<file path="src/rtl/ooo_pkg.sv">
/*
 * Shared widths, depths, opcodes and packet types for the out-of-order back end.
 * Modules name these types in their ports and import the package in their bodies.
 */
`default_nettype none

package ooo_pkg;

	////////////////////////////////////////
	// widths and depths
	////////////////////////////////////////

	// data path width
	localparam int XLEN = 32;

	// reorder buffer size, tag width follows from it
	localparam int ROB_DEPTH = 8;
	localparam int ROB_TAG_LEN = $clog2(ROB_DEPTH);

	// architectural destination index
	localparam int REG_IDX_LEN = 5;

	// multiplier latency in cycles
	localparam int MULT_STAGES = 4;

	////////////////////////////////////////
	// opcodes
	////////////////////////////////////////

	// OP_MUL goes to the multiplier, the rest to the ALU
	typedef enum logic [2:0] {
		OP_ADD = 3'd0,
		OP_SUB = 3'd1,
		OP_AND = 3'd2,
		OP_OR  = 3'd3,
		OP_XOR = 3'd4,
		OP_MUL = 3'd5
	} op_e;

	////////////////////////////////////////
	// packets
	////////////////////////////////////////

	// instruction with resolved operands, 72 bits
	typedef struct packed {
		op_e                    op;
		logic [XLEN-1:0]        rs1_value;
		logic [XLEN-1:0]        rs2_value;
		logic [REG_IDX_LEN-1:0] dest_reg;
	} issue_packet_t;

	// finished result, both in the holding registers and on the CDB
	typedef struct packed {
		logic                   valid;
		logic [ROB_TAG_LEN-1:0] rob_tag;
		logic [XLEN-1:0]        value;
	} wr_packet_t;

	// retired instruction, one per cycle at most
	typedef struct packed {
		logic                   valid;
		logic [ROB_TAG_LEN-1:0] rob_tag;
		logic [REG_IDX_LEN-1:0] dest_reg;
		logic [XLEN-1:0]        value;
	} commit_packet_t;

endpackage

`default_nettype wire

</file>
<file path="src/rtl/alu_unit.sv">
/*
 * Single-cycle ALU with its execute/writeback holding register.
 * The result waits there until the CDB arbiter grants it.
 */
`timescale 1ns/1ps
`default_nettype none

module alu_unit (
	input  wire logic                               clock,
	input  wire logic                               reset,
	input  wire logic                               start,
	input  wire ooo_pkg::issue_packet_t             operands,
	input  wire logic [ooo_pkg::ROB_TAG_LEN-1:0]    tag,
	input  wire logic                               written,
	output ooo_pkg::wr_packet_t                     result,
	output logic                                    busy
);
	import ooo_pkg::*;

	logic [XLEN-1:0] alu_value;
	wr_packet_t hold_q;

	// all ops wrap modulo 2^XLEN
	always_comb begin
		case (operands.op)
			OP_ADD: alu_value = operands.rs1_value + operands.rs2_value;
			OP_SUB: alu_value = operands.rs1_value - operands.rs2_value;
			OP_AND: alu_value = operands.rs1_value & operands.rs2_value;
			OP_OR:  alu_value = operands.rs1_value | operands.rs2_value;
			OP_XOR: alu_value = operands.rs1_value ^ operands.rs2_value;
			// multiply never gets steered here
			default: alu_value = '0;
		endcase
	end

	////////////////////////////////////////
	// holding register
	////////////////////////////////////////

	// valid bit is control, tag and value just follow a load
	always_ff @(posedge clock) begin
		if (reset) begin
			hold_q.valid <= 1'b0;
		end else if (start) begin
			hold_q.valid <= 1'b1;
		end else if (written) begin
			hold_q.valid <= 1'b0;
		end
		if (start) begin
			hold_q.rob_tag <= tag;
			hold_q.value <= alu_value;
		end
	end

	assign result = hold_q;

	// full unless the CDB drains it this cycle
	assign busy = hold_q.valid & ~written;

	// issue stage must hold back while the register is occupied
	assert property (@(posedge clock) disable iff (reset) start |-> !busy)
		else $error("alu_unit: start while busy");

endmodule

`default_nettype wire

</file>
<file path="src/rtl/cdb_arbiter.sv">
/*
 * Fixed-priority grant of the common data bus, multiplier before ALU.
 * The written pulse tells the winning unit to drop its holding register.
 */
`timescale 1ns/1ps
`default_nettype none

module cdb_arbiter (
	input  wire ooo_pkg::wr_packet_t alu_result,
	input  wire ooo_pkg::wr_packet_t mult_result,
	output ooo_pkg::wr_packet_t      cdb,
	output logic                     alu_written,
	output logic                     mult_written
);

	always_comb begin
		// idle bus by default
		cdb = '0;
		alu_written = 1'b0;
		mult_written = 1'b0;

		// multiplier first, its whole pipeline stalls behind a loser
		if (mult_result.valid) begin
			cdb = mult_result;
			mult_written = 1'b1;
		end else if (alu_result.valid) begin
			cdb = alu_result;
			alu_written = 1'b1;
		end
	end

endmodule

`default_nettype wire

</file>
<file path="src/rtl/issue_stage.sv">
/*
 * Hazard check and steering for the issue strobe.
 * Accepts an instruction only when the ROB has room and its unit is free.
 */
`timescale 1ns/1ps
`default_nettype none

module issue_stage (
	input  wire logic         issue_valid,
	input  wire ooo_pkg::op_e issue_op,
	input  wire logic         rob_full,
	input  wire logic         alu_busy,
	input  wire logic         mult_busy,
	output logic              issue_stall,
	output logic              rob_alloc,
	output logic              alu_start,
	output logic              mult_start
);
	import ooo_pkg::*;

	logic is_mult;
	logic unit_busy;
	logic accept;

	always_comb begin
		// route by opcode, everything but multiply is an ALU op
		is_mult = (issue_op == OP_MUL);
		unit_busy = is_mult ? mult_busy : alu_busy;

		// stall only matters while something is offered
		issue_stall = issue_valid & (rob_full | unit_busy);
		accept = issue_valid & ~issue_stall;

		// tag allocation and unit start in the same cycle
		rob_alloc = accept;
		alu_start = accept & ~is_mult;
		mult_start = accept & is_mult;
	end

endmodule

`default_nettype wire

</file>
<file path="src/rtl/mult_unit.sv">
/*
 * Pipelined multiplier, MULT_STAGES deep, low XLEN bits of the product.
 * The last stage is the holding register; the whole chain freezes behind it.
 */
`timescale 1ns/1ps
`default_nettype none

module mult_unit (
	input  wire logic                               clock,
	input  wire logic                               reset,
	input  wire logic                               start,
	input  wire ooo_pkg::issue_packet_t             operands,
	input  wire logic [ooo_pkg::ROB_TAG_LEN-1:0]    tag,
	input  wire logic                               written,
	output ooo_pkg::wr_packet_t                     result,
	output logic                                    busy
);
	import ooo_pkg::*;

	// index of the output stage
	localparam int LAST = MULT_STAGES - 1;

	logic [MULT_STAGES-1:0] stage_valid;
	logic [ROB_TAG_LEN-1:0] stage_tag [MULT_STAGES];
	logic [XLEN-1:0] stage_value [MULT_STAGES];
	logic [XLEN-1:0] product;
	logic advance;

	// low half only, upper bits are dropped by the assignment width
	// synthesis can retime this across the following stages
	assign product = operands.rs1_value * operands.rs2_value;

	////////////////////////////////////////
	// stall control
	////////////////////////////////////////

	// output stage stuck waiting for the CDB
	assign busy = stage_valid[LAST] & ~written;

	// everything moves together or not at all
	assign advance = ~busy;

	////////////////////////////////////////
	// pipeline stages
	////////////////////////////////////////

	// valid chain, bubbles shift through like entries
	always_ff @(posedge clock) begin
		if (reset) begin
			stage_valid <= '0;
		end else if (advance) begin
			stage_valid <= {stage_valid[LAST-1:0], start};
		end
	end

	// tag and value ride along with their valid bit
	always_ff @(posedge clock) begin
		if (advance) begin
			stage_tag[0] <= tag;
			stage_value[0] <= product;
			for (int i = 1; i < MULT_STAGES; i++) begin
				stage_tag[i] <= stage_tag[i-1];
				stage_value[i] <= stage_value[i-1];
			end
		end
	end

	// last stage doubles as the holding register
	assign result = '{
		valid:   stage_valid[LAST],
		rob_tag: stage_tag[LAST],
		value:   stage_value[LAST]
	};

	// issue stage sees mult_busy and must not start into a frozen chain
	assert property (@(posedge clock) disable iff (reset) start |-> !busy)
		else $error("mult_unit: start while busy");

endmodule

`default_nettype wire

</file>
<file path="src/rtl/ooo_core.sv">
/*
 * Top of the out-of-order back end: issue stage, ALU, multiplier,
 * CDB arbiter and reorder buffer wired together.
 */
`timescale 1ns/1ps
`default_nettype none

module ooo_core (
	input  wire logic                   clock,
	input  wire logic                   reset,
	input  wire logic                   issue_valid,
	input  wire ooo_pkg::issue_packet_t issue,
	output logic                        issue_stall,
	output ooo_pkg::commit_packet_t     commit
);
	import ooo_pkg::*;

	// issue side
	logic rob_alloc;
	logic rob_full;
	logic [ROB_TAG_LEN-1:0] alloc_tag;
	logic alu_start;
	logic mult_start;

	// unit back-pressure
	logic alu_busy;
	logic mult_busy;

	// writeback side
	wr_packet_t alu_result;
	wr_packet_t mult_result;
	wr_packet_t cdb;
	logic alu_written;
	logic mult_written;

	issue_stage u_issue_stage (
		.issue_valid (issue_valid),
		.issue_op    (issue.op),
		.rob_full    (rob_full),
		.alu_busy    (alu_busy),
		.mult_busy   (mult_busy),
		.issue_stall (issue_stall),
		.rob_alloc   (rob_alloc),
		.alu_start   (alu_start),
		.mult_start  (mult_start)
	);

	// both units get the same operands and tag, start picks one
	alu_unit u_alu_unit (
		.clock    (clock),
		.reset    (reset),
		.start    (alu_start),
		.operands (issue),
		.tag      (alloc_tag),
		.written  (alu_written),
		.result   (alu_result),
		.busy     (alu_busy)
	);

	mult_unit u_mult_unit (
		.clock    (clock),
		.reset    (reset),
		.start    (mult_start),
		.operands (issue),
		.tag      (alloc_tag),
		.written  (mult_written),
		.result   (mult_result),
		.busy     (mult_busy)
	);

	cdb_arbiter u_cdb_arbiter (
		.alu_result   (alu_result),
		.mult_result  (mult_result),
		.cdb          (cdb),
		.alu_written  (alu_written),
		.mult_written (mult_written)
	);

	reorder_buffer u_reorder_buffer (
		.clock      (clock),
		.reset      (reset),
		.alloc      (rob_alloc),
		.alloc_dest (issue.dest_reg),
		.cdb        (cdb),
		.alloc_tag  (alloc_tag),
		.full       (rob_full),
		.commit     (commit)
	);

endmodule

`default_nettype wire

</file>
<file path="src/rtl/reorder_buffer.sv">
/*
 * Circular reorder buffer: hands out tags at the tail, completes entries
 * from the CDB and retires the head in order into a registered commit packet.
 */
`timescale 1ns/1ps
`default_nettype none

module reorder_buffer (
	input  wire logic                               clock,
	input  wire logic                               reset,
	input  wire logic                               alloc,
	input  wire logic [ooo_pkg::REG_IDX_LEN-1:0]    alloc_dest,
	input  wire ooo_pkg::wr_packet_t                cdb,
	output logic [ooo_pkg::ROB_TAG_LEN-1:0]         alloc_tag,
	output logic                                    full,
	output ooo_pkg::commit_packet_t                 commit
);
	import ooo_pkg::*;

	logic [ROB_TAG_LEN-1:0] head;
	logic [ROB_TAG_LEN-1:0] tail;
	// one extra bit so a full buffer is distinct from an empty one
	logic [ROB_TAG_LEN:0] count;

	// per-entry state
	logic [ROB_DEPTH-1:0] entry_busy;
	logic [ROB_DEPTH-1:0] entry_done;
	logic [REG_IDX_LEN-1:0] entry_dest [ROB_DEPTH];
	logic [XLEN-1:0] entry_value [ROB_DEPTH];

	logic retire;

	// wrap at ROB_DEPTH even when it is not a power of two
	function automatic logic [ROB_TAG_LEN-1:0] next_ptr(input logic [ROB_TAG_LEN-1:0] ptr);
		if (ptr == ROB_TAG_LEN'(ROB_DEPTH - 1)) begin
			return '0;
		end
		return ptr + 1'b1;
	endfunction

	// tail is the next free slot
	assign alloc_tag = tail;

	// from the registered count, so a retire frees space one cycle late
	assign full = (count == (ROB_TAG_LEN + 1)'(ROB_DEPTH));

	// head finished on an earlier edge
	assign retire = entry_busy[head] & entry_done[head];

	////////////////////////////////////////
	// pointers and occupancy
	////////////////////////////////////////

	always_ff @(posedge clock) begin
		if (reset) begin
			head <= '0;
			tail <= '0;
			count <= '0;
		end else begin
			if (retire) begin
				head <= next_ptr(head);
			end
			if (alloc) begin
				tail <= next_ptr(tail);
			end
			case ({alloc, retire})
				2'b10: count <= count + 1'b1;
				2'b01: count <= count - 1'b1;
				default: count <= count;
			endcase
		end
	end

	////////////////////////////////////////
	// entry state
	////////////////////////////////////////

	// retire, alloc and CDB never touch the same slot in one cycle
	always_ff @(posedge clock) begin
		if (reset) begin
			entry_busy <= '0;
			entry_done <= '0;
		end else begin
			if (retire) begin
				entry_busy[head] <= 1'b0;
			end
			if (alloc) begin
				entry_busy[tail] <= 1'b1;
				entry_done[tail] <= 1'b0;
			end
			if (cdb.valid) begin
				entry_done[cdb.rob_tag] <= 1'b1;
			end
		end
	end

	// destination at allocation, value from the bus
	always_ff @(posedge clock) begin
		if (alloc) begin
			entry_dest[tail] <= alloc_dest;
		end
		if (cdb.valid) begin
			entry_value[cdb.rob_tag] <= cdb.value;
		end
	end

	////////////////////////////////////////
	// commit
	////////////////////////////////////////

	always_ff @(posedge clock) begin
		if (reset) begin
			commit.valid <= 1'b0;
		end else begin
			commit.valid <= retire;
		end
		// payload is only meaningful with valid
		commit.rob_tag <= head;
		commit.dest_reg <= entry_dest[head];
		commit.value <= entry_value[head];
	end

	// issue stage is supposed to stall on full
	assert property (@(posedge clock) disable iff (reset) alloc |-> !full)
		else $error("reorder_buffer: alloc while full");

	// units only broadcast tags that are live and still pending
	assert property (@(posedge clock) disable iff (reset)
		cdb.valid |-> entry_busy[cdb.rob_tag] && !entry_done[cdb.rob_tag])
		else $error("reorder_buffer: CDB write to a stale entry");

endmodule

`default_nettype wire

</file>
<file path="config.mk">
export PLATFORM = sky130hd
export DESIGN_NAME = ooo_core
export DESIGN_NICKNAME = d
export VERILOG_FILES = /design/src/rtl/ooo_pkg.sv /design/src/rtl/alu_unit.sv /design/src/rtl/cdb_arbiter.sv /design/src/rtl/issue_stage.sv /design/src/rtl/mult_unit.sv /design/src/rtl/ooo_core.sv /design/src/rtl/reorder_buffer.sv
export SDC_FILE = /design/constraint.sdc
export NUM_CORES = 2
export LEC_CHECK = 0
export BUFFER_PORTS_ARGS = -buffer_cell sky130_fd_sc_hd__clkbuf_2
export CORE_UTILIZATION = 45
export CTS_CLUSTER_DIAMETER = 50
export DETAILED_ROUTE_END_ITERATION = 6
export HOLD_SLACK_MARGIN = 0.06
export PLACE_DENSITY = 0.69
export RECOVER_POWER = 25
export SYNTH_ARGS = -nofsm -noshare
export SYNTH_HDL_FRONTEND = slang
export SYNTH_HIERARCHICAL = 1
export SYNTH_SLANG_ARGS = --single-unit
</file>
<file path="constraint.sdc">
create_clock -name clock -period 12.4 [get_ports clock]
set_clock_uncertainty 0.2 [all_clocks]
set_input_delay 0.62 -clock clock [delete_from_list [all_inputs] [get_ports clock]]
set_output_delay 0.62 -clock clock [all_outputs]
set_load 0.02 [all_outputs]
</file>
# Word-level counts from Yosys, hierarchy flattened
# Memory sizes are Yosys's and may differ from the RTL's. A register that Yosys moved wholly into a read port is not among the register bits.
# Cells that the tools add are included.
[op_classes] mul=1 add_sub_neg=6 n_reduce_logical=6 muxes=41 magnitude_cmp=6 n_bitwise=21 eq_ne=10
[ops] operator="$pmux 32 s5" count=1
[ops] operator="$mux 36" count=2
[ops] operator="$mux 8" count=6
[ops] operator="$add 32x32->32" count=1
[ops] operator="$and 32x32->32" count=1
[ops] operator="$mul 32x32->32" count=1
[ops] operator="$or 32x32->32" count=1
[ops] operator="$sub 32x32->32" count=1
[ops] operator="$xor 32x32->32" count=1
[ops] operator="$mux 1" count=22
[ops] operator="$and 8x8->8" count=2
[ops] operator="$not 8->8" count=2
[ops] operator="$or 8x8->8" count=2
[ops] operator="$eq 3x3->1 const B" count=4
[ops] operator="$lt 3x4->1 const B" count=3
[ops] operator="$mux 3" count=4
[ops] operator="$demux 1 s3" count=3
[ops] operator="$ge 3x1->1 const B" count=3
[ops] operator="$pmux 4 s2" count=1
[ops] operator="$and 1x1->1" count=7
[ops] operator="$add 3x1->3 const B" count=2
[ops] operator="$bmux 1 s3" count=2
[ops] operator="$eq 3x2->1 const B" count=2
[ops] operator="$add 4x1->4 const B" count=1
[ops] operator="other kinds (10)" count=16
[totals] regBits=70 mem_bits_rw=436 n_memories=4 out_inout_bits=42 in_bits=75 word_cells=106
[memory_table] memory="u_reorder_buffer.entry_value" words=8 word_bits=32 rd=1 rd_clocked_by_memory_dff=1 write_ports=1 line="reorder_buffer.sv:29" rtl="logic [XLEN-1:0] entry_value [ROB_DEPTH];"
[memory_table] memory="u_mult_unit.stage_value" words=4 word_bits=32 rd=4 rd_clocked_by_memory_dff=0 write_ports=4 line="mult_unit.sv:25" rtl="logic [XLEN-1:0] stage_value [MULT_STAGES];"
[memory_table] memory="u_reorder_buffer.entry_dest" words=8 word_bits=5 rd=1 rd_clocked_by_memory_dff=1 write_ports=1 line="reorder_buffer.sv:28" rtl="logic [REG_IDX_LEN-1:0] entry_dest [ROB_DEPTH];"
[memory_table] memory="u_mult_unit.stage_tag" words=4 word_bits=3 rd=4 rd_clocked_by_memory_dff=0 write_ports=4 line="mult_unit.sv:24" rtl="logic [ROB_TAG_LEN-1:0] stage_tag [MULT_STAGES];"

# Depth between registers and ports, before layout
[depth] word_depth=13 depth_mapped=25

# Hierarchy
# The synthesis kept the hierarchy.
[by_module_without_submodules] mod="mult_unit" area_each_um2=20210.6 seq_area_each_um2=4284.1 cells_per_inst=1878 n_inst=1
[by_module_without_submodules] mod="reorder_buffer" area_each_um2=13455.4 seq_area_each_um2=10229.8 cells_per_inst=808 n_inst=1
[by_module_without_submodules] mod="alu_unit" area_each_um2=5158.7 seq_area_each_um2=1071.0 cells_per_inst=635 n_inst=1
[by_module_without_submodules] mod="cdb_arbiter" area_each_um2=431.7 seq_area_each_um2=0.0 cells_per_inst=50 n_inst=1
[by_module_without_submodules] mod="issue_stage" area_each_um2=58.8 seq_area_each_um2=0.0 cells_per_inst=7 n_inst=1

# Least setup slack after synthesis
# Ideal clock, no wire load.
[synth_timing] path_type="input to register" start="input port issue[8] (netlist bit)" end="memory u_mult_unit.stage_value[0][23], data pin" slack_ns=5.060 stages=22 t_arrival_ns=6.877 cell_sequence="clkbuf_1 -> clkbuf_1 -> and2_1 -> fa_1 -> inv_1 -> fa_1 -> fa_1 -> fa_1 -> inv_1 -> fa_1 -> inv_1 -> fa_1 -> inv_1 -> fa_1 -> fa_1 -> ha_1 -> and3_1 -> a311oi_2 -> a21oi_2 -> o21a_1 -> o211a_1 -> a2111o_1"
[synth_lines] element="from (decl)" line="ooo_core.sv:12" rtl="input wire ooo_pkg::issue_packet_t issue,"
[synth_lines] element="to (decl)" line="mult_unit.sv:25"

==> run summary <==
The first detailed-routing pass ran for 6 iterations. Kind of cell adding the most delay to the critical path: adder cells. The main flop type after synthesis is sky130_fd_sc_hd__edfxtp_1.

The startpoint identified for the worst hold timing path is issue[2]. The time the worst path needs with I/O delays and setup is 7.393 ns, and the total of endpoints with negative setup slack in the final report is 0. In the final timing run, aggregate negative setup slack is 0 ns. Category of the most critical setup path: input pin to flip-flop. The clock net in this run drives a total of 543 sinks. The total die area was 88550 um2.

The half-perimeter wire length after placement is 65590 um. Setup repair after global routing left no endpoint under its margin. Hold timing on the final database bottoms out at a slack of 0.1842 ns. After layout, the worst path uses 59.62% of the clock period. The synthesized netlist devotes 7.718% of its cell area to compound gates. The run gives -110.4% as the worst max-slew margin expressed relative to the limit.

The tree is rooted in a sky130_fd_sc_hd__clkbuf_16. During synthesis, Yosys emitted a total of 6 warnings. The hold-critical path depth was 1; the count of port buffers added during placement was 116.

For the pin with the worst max-slew slack, the measured transition is 3.157 ns. The checks that failed: capacitance limit, slew limit. The worst register-to-register path has a setup slack of 5.17 ns. For the number of vias after detailed routing, the log shows 25086. The reg-to-reg endpoint was u_reorder_buffer/count[2]. The post-synthesis async set-or-reset flop share came out at 0%.

The run gives 4088 as the number of nets produced by synthesis. Yosys instantiated no cell more often than sky130_fd_sc_hd__edfxtp_1. Mean number of vias per cell: 5.426. The logs give 296 for the max-slew violation total from the final report and 80 for the maximum number of pins on one net before global-route repair.

In this run the mean area of a mapped cell was 11.64 um2. The clock passes through at most 3 buffers. The layout-stage area growth over the synthesis result is 8.453%. STA puts the critical path data required time at 12.54 ns.

Walking the worst path, the cells encountered are clkbuf_2, nand2_1, fa_1, inv_1, fa_1, fa_1, inv_1, fa_1, inv_1, fa_1, inv_1, fa_1, inv_1, fa_1, fa_1, ha_1, and3_1, and3_1, nand3_1, a31oi_1, a31oi_1, o21ai_1, xnor2_1. For the synthesized instance count, the log shows 3378. The run gives 0 as the detailed-route DRC error count. Among the stages of the critical path, the cell type that occurs most often is sky130_fd_sc_hd__fa_1. The tools report the final-layout fill cell count as 7657. The worst register-to-register path begins at u_mult_unit/stage_valid[3]. Summed over all layers, the global routing overflow is 0.

The floorplan has 108 rows. For this block, the routed nets add up to 96410 um of wire. After clock tree synthesis, the clock-pin slew on the worst setup and hold paths is 0.06 ns.

Yosys attributes the largest share of cell area to sky130_fd_sc_hd__edfxtp_1 (36%), sky130_fd_sc_hd__fa_1 (21%), sky130_fd_sc_hd__ha_1 (7.2%), sky130_fd_sc_hd__and2_1 (6.0%), sky130_fd_sc_hd__inv_1 (4.2%). The worst setup path is captured at a flip-flop. The first global-routing pass estimated 148900 um of wire. The run finished, with violations left. Path category of the worst min-delay check: input pin to flip-flop. The worst hold path terminates at u_reorder_buffer/entry_dest[0][2]. In this run the biggest area consumer among cell types represents 35.97% of the synthesized area. The synthesized netlist occupies a cell area of 39320 um2. The most area-hungry cell type in the Yosys netlist is sky130_fd_sc_hd__edfxtp_1. The tools report the startpoint type of the worst setup path as an input pin.

The die is 297.6 um wide. Static timing analysis puts the maximum clock frequency at 0.1353 GHz. The die is 297.6 um tall. The number of hold violations in the final report was 0. Clock latency on the worst-skew pair, taken at its later pin, is 0.63 ns. The register bit count reported by yosys works out to 543.

The clock tree synthesis step divided the H-tree into 2 levels. TritonCTS built the clock tree. Max-cap violations in this run came to 6. In the final layout, the share of cells above drive strength 1 is 7.586%. The starting DRC count in detailed routing was 1850; the largest driver fanout on the critical path was 28. The count of distinct cell types in the synthesized netlist was 87; the register area share after synthesis was 39.64%. The number of cells on the worst reg-to-reg path is 14. For the placed instance area, the log shows 40960 um2. The number of enable flip-flop cells after synthesis was 471; the area taken by flip-flops and latches was 15580 um2. The initial antenna violation count was 3. In the final layout, the multi-input gates occupy 21430 um2. The delay of the slowest cell on the worst path is 0.67 ns, and the share of the synthesized netlist area taken by xor and xnor gates is 3.237%.

The tools report the post-route cell area as 42640 um2. The endpoint arrival time on the critical path came out at 7.54 ns. Dividing the detail-routed wire length by the instance count gives 20.85 um.

For the global-route total usage across every layer, the log shows 21.76%. The global placer's final weighted congestion was 0.8979. The post-synthesis simple-gate area fraction works out to 12.02%. The number of buffers and inverters on the critical path is 6. Starting utilization of the core area: 45.39%. Ranked by instance count, the synthesized netlist is headed by sky130_fd_sc_hd__edfxtp_1 (471), sky130_fd_sc_hd__inv_1 (440), sky130_fd_sc_hd__fa_1 (409). The synthesized netlist devotes 28.02% of its cell area to adder and majority cells.

The worst setup slack after placement was 4.500 ns; the core footprint was 86620 um2. In the post-route analysis, the smallest setup slack over all paths is 5.007 ns. The post-layout net count was 4134. Once detail routing completed, the nets flagged for antenna violations numbered 0. After synthesis, the largest family of logic cells by area is adder cells. The run gives 25627 as the via count of the first global-routing pass.

In the synthesized netlist, mux cells make up 3.393% of the area. TritonCTS created 52 clock buffers. 117 I/O pins were placed.

The largest individual stage delay along the critical path comes from the cell sky130_fd_sc_hd__clkbuf_2.
layout make-up:
type | count | share of cell area, %
multi-input cells | 2237 | 50.26
flip-flops and latches | 543 | 36.55
inverters | 441 | 3.882
well taps | 1155 | 3.389
clock buffers | 68 | 3.263
repair buffers | 149 | 1.802
clock inverters | 29 | 0.8422
diodes | 1 | 0.005869
flip-flops by register name (all words and copies together) (netlist names), 4 cells and up:
register                      cells
u_reorder_buffer/entry_value    256
u_alu_unit/result                36
u_mult_unit/stage_tag            12
u_reorder_buffer/count            4
u_reorder_buffer/entry_dest      40
u_mult_unit/stage_value         128
u_reorder_buffer/entry_done       8
u_reorder_buffer/entry_busy       8
u_reorder_buffer/commit          41
u_mult_unit/stage_valid           4
cell families after synthesis:
| group | count (synthesis) |
|---|---|
| AO/OA/AOI/OAI | 451 |
| XOR/XNOR | 142 |
| adder cells (fa/ha/maj) | 635 |
| buffers and inverters | 598 |
| flip-flops | 543 |
| multiplexers | 102 |
| AND/OR/NAND/NOR | 907 |
what timing repair did:
| action | CTS | global route |
|---|---|---|
| endpoints found under the hold margin | 8 | 0 |
| resized for setup | 0 | 0 |
| setup buffers | 0 | 0 |
| hold buffers | 1 | 0 |
layout by cell type (no fill, tap or decap), types with 88 or more instances in the layout:
cell / n
sky130_fd_sc_hd__edfxtp_1: 471
sky130_fd_sc_hd__inv_1: 440
sky130_fd_sc_hd__fa_1: 409
sky130_fd_sc_hd__and2_1: 372
sky130_fd_sc_hd__nand2_1: 269
sky130_fd_sc_hd__ha_1: 226
sky130_fd_sc_hd__nor2_1: 122
sky130_fd_sc_hd__a21oi_1: 119
sky130_fd_sc_hd__xnor2_1: 108
sky130_fd_sc_hd__o21ai_0: 88
stage by stage:
stage          utilization, %  std cells
2_1_floorplan               -       3378
3_3_place_gp            47.29       4524
3_5_place_dp            47.29       4524
4_1_cts                 49.32       4622
5_1_grt                 49.22       4622
6_report                49.23       4623
worst max-delay path by stage:
stage	cells after the start	startpoint	slack, ns	end
global route	14	u_mult_unit/stage_valid[3]	4.49	u_reorder_buffer/count[2]
CTS	22	issue[11]	5.14	u_mult_unit/stage_value[0][31]
global placement	22	issue[10]	4.59	u_mult_unit/stage_value[0][31]
detailed placement	22	issue[11]	4.50	u_mult_unit/stage_value[0][31]
finish	23	issue[13]	5.01	u_mult_unit/stage_value[0][31]
floorplan	22	issue[8]	5.06	u_mult_unit/stage_value[0][23]
routing by layer:
layer | global-route usage, % | part of all wire [%]
met2 | 36.98 | 49
met4 | 5.241 | 2.1
met5 | 0 | 0.024
met3 | 3.060 | 6.3
met1 | 29.39 | 43
Power is left out: the tool's default activity adds up to more than one toggle a clock period on the data nets, which glitch-free logic cannot reach.
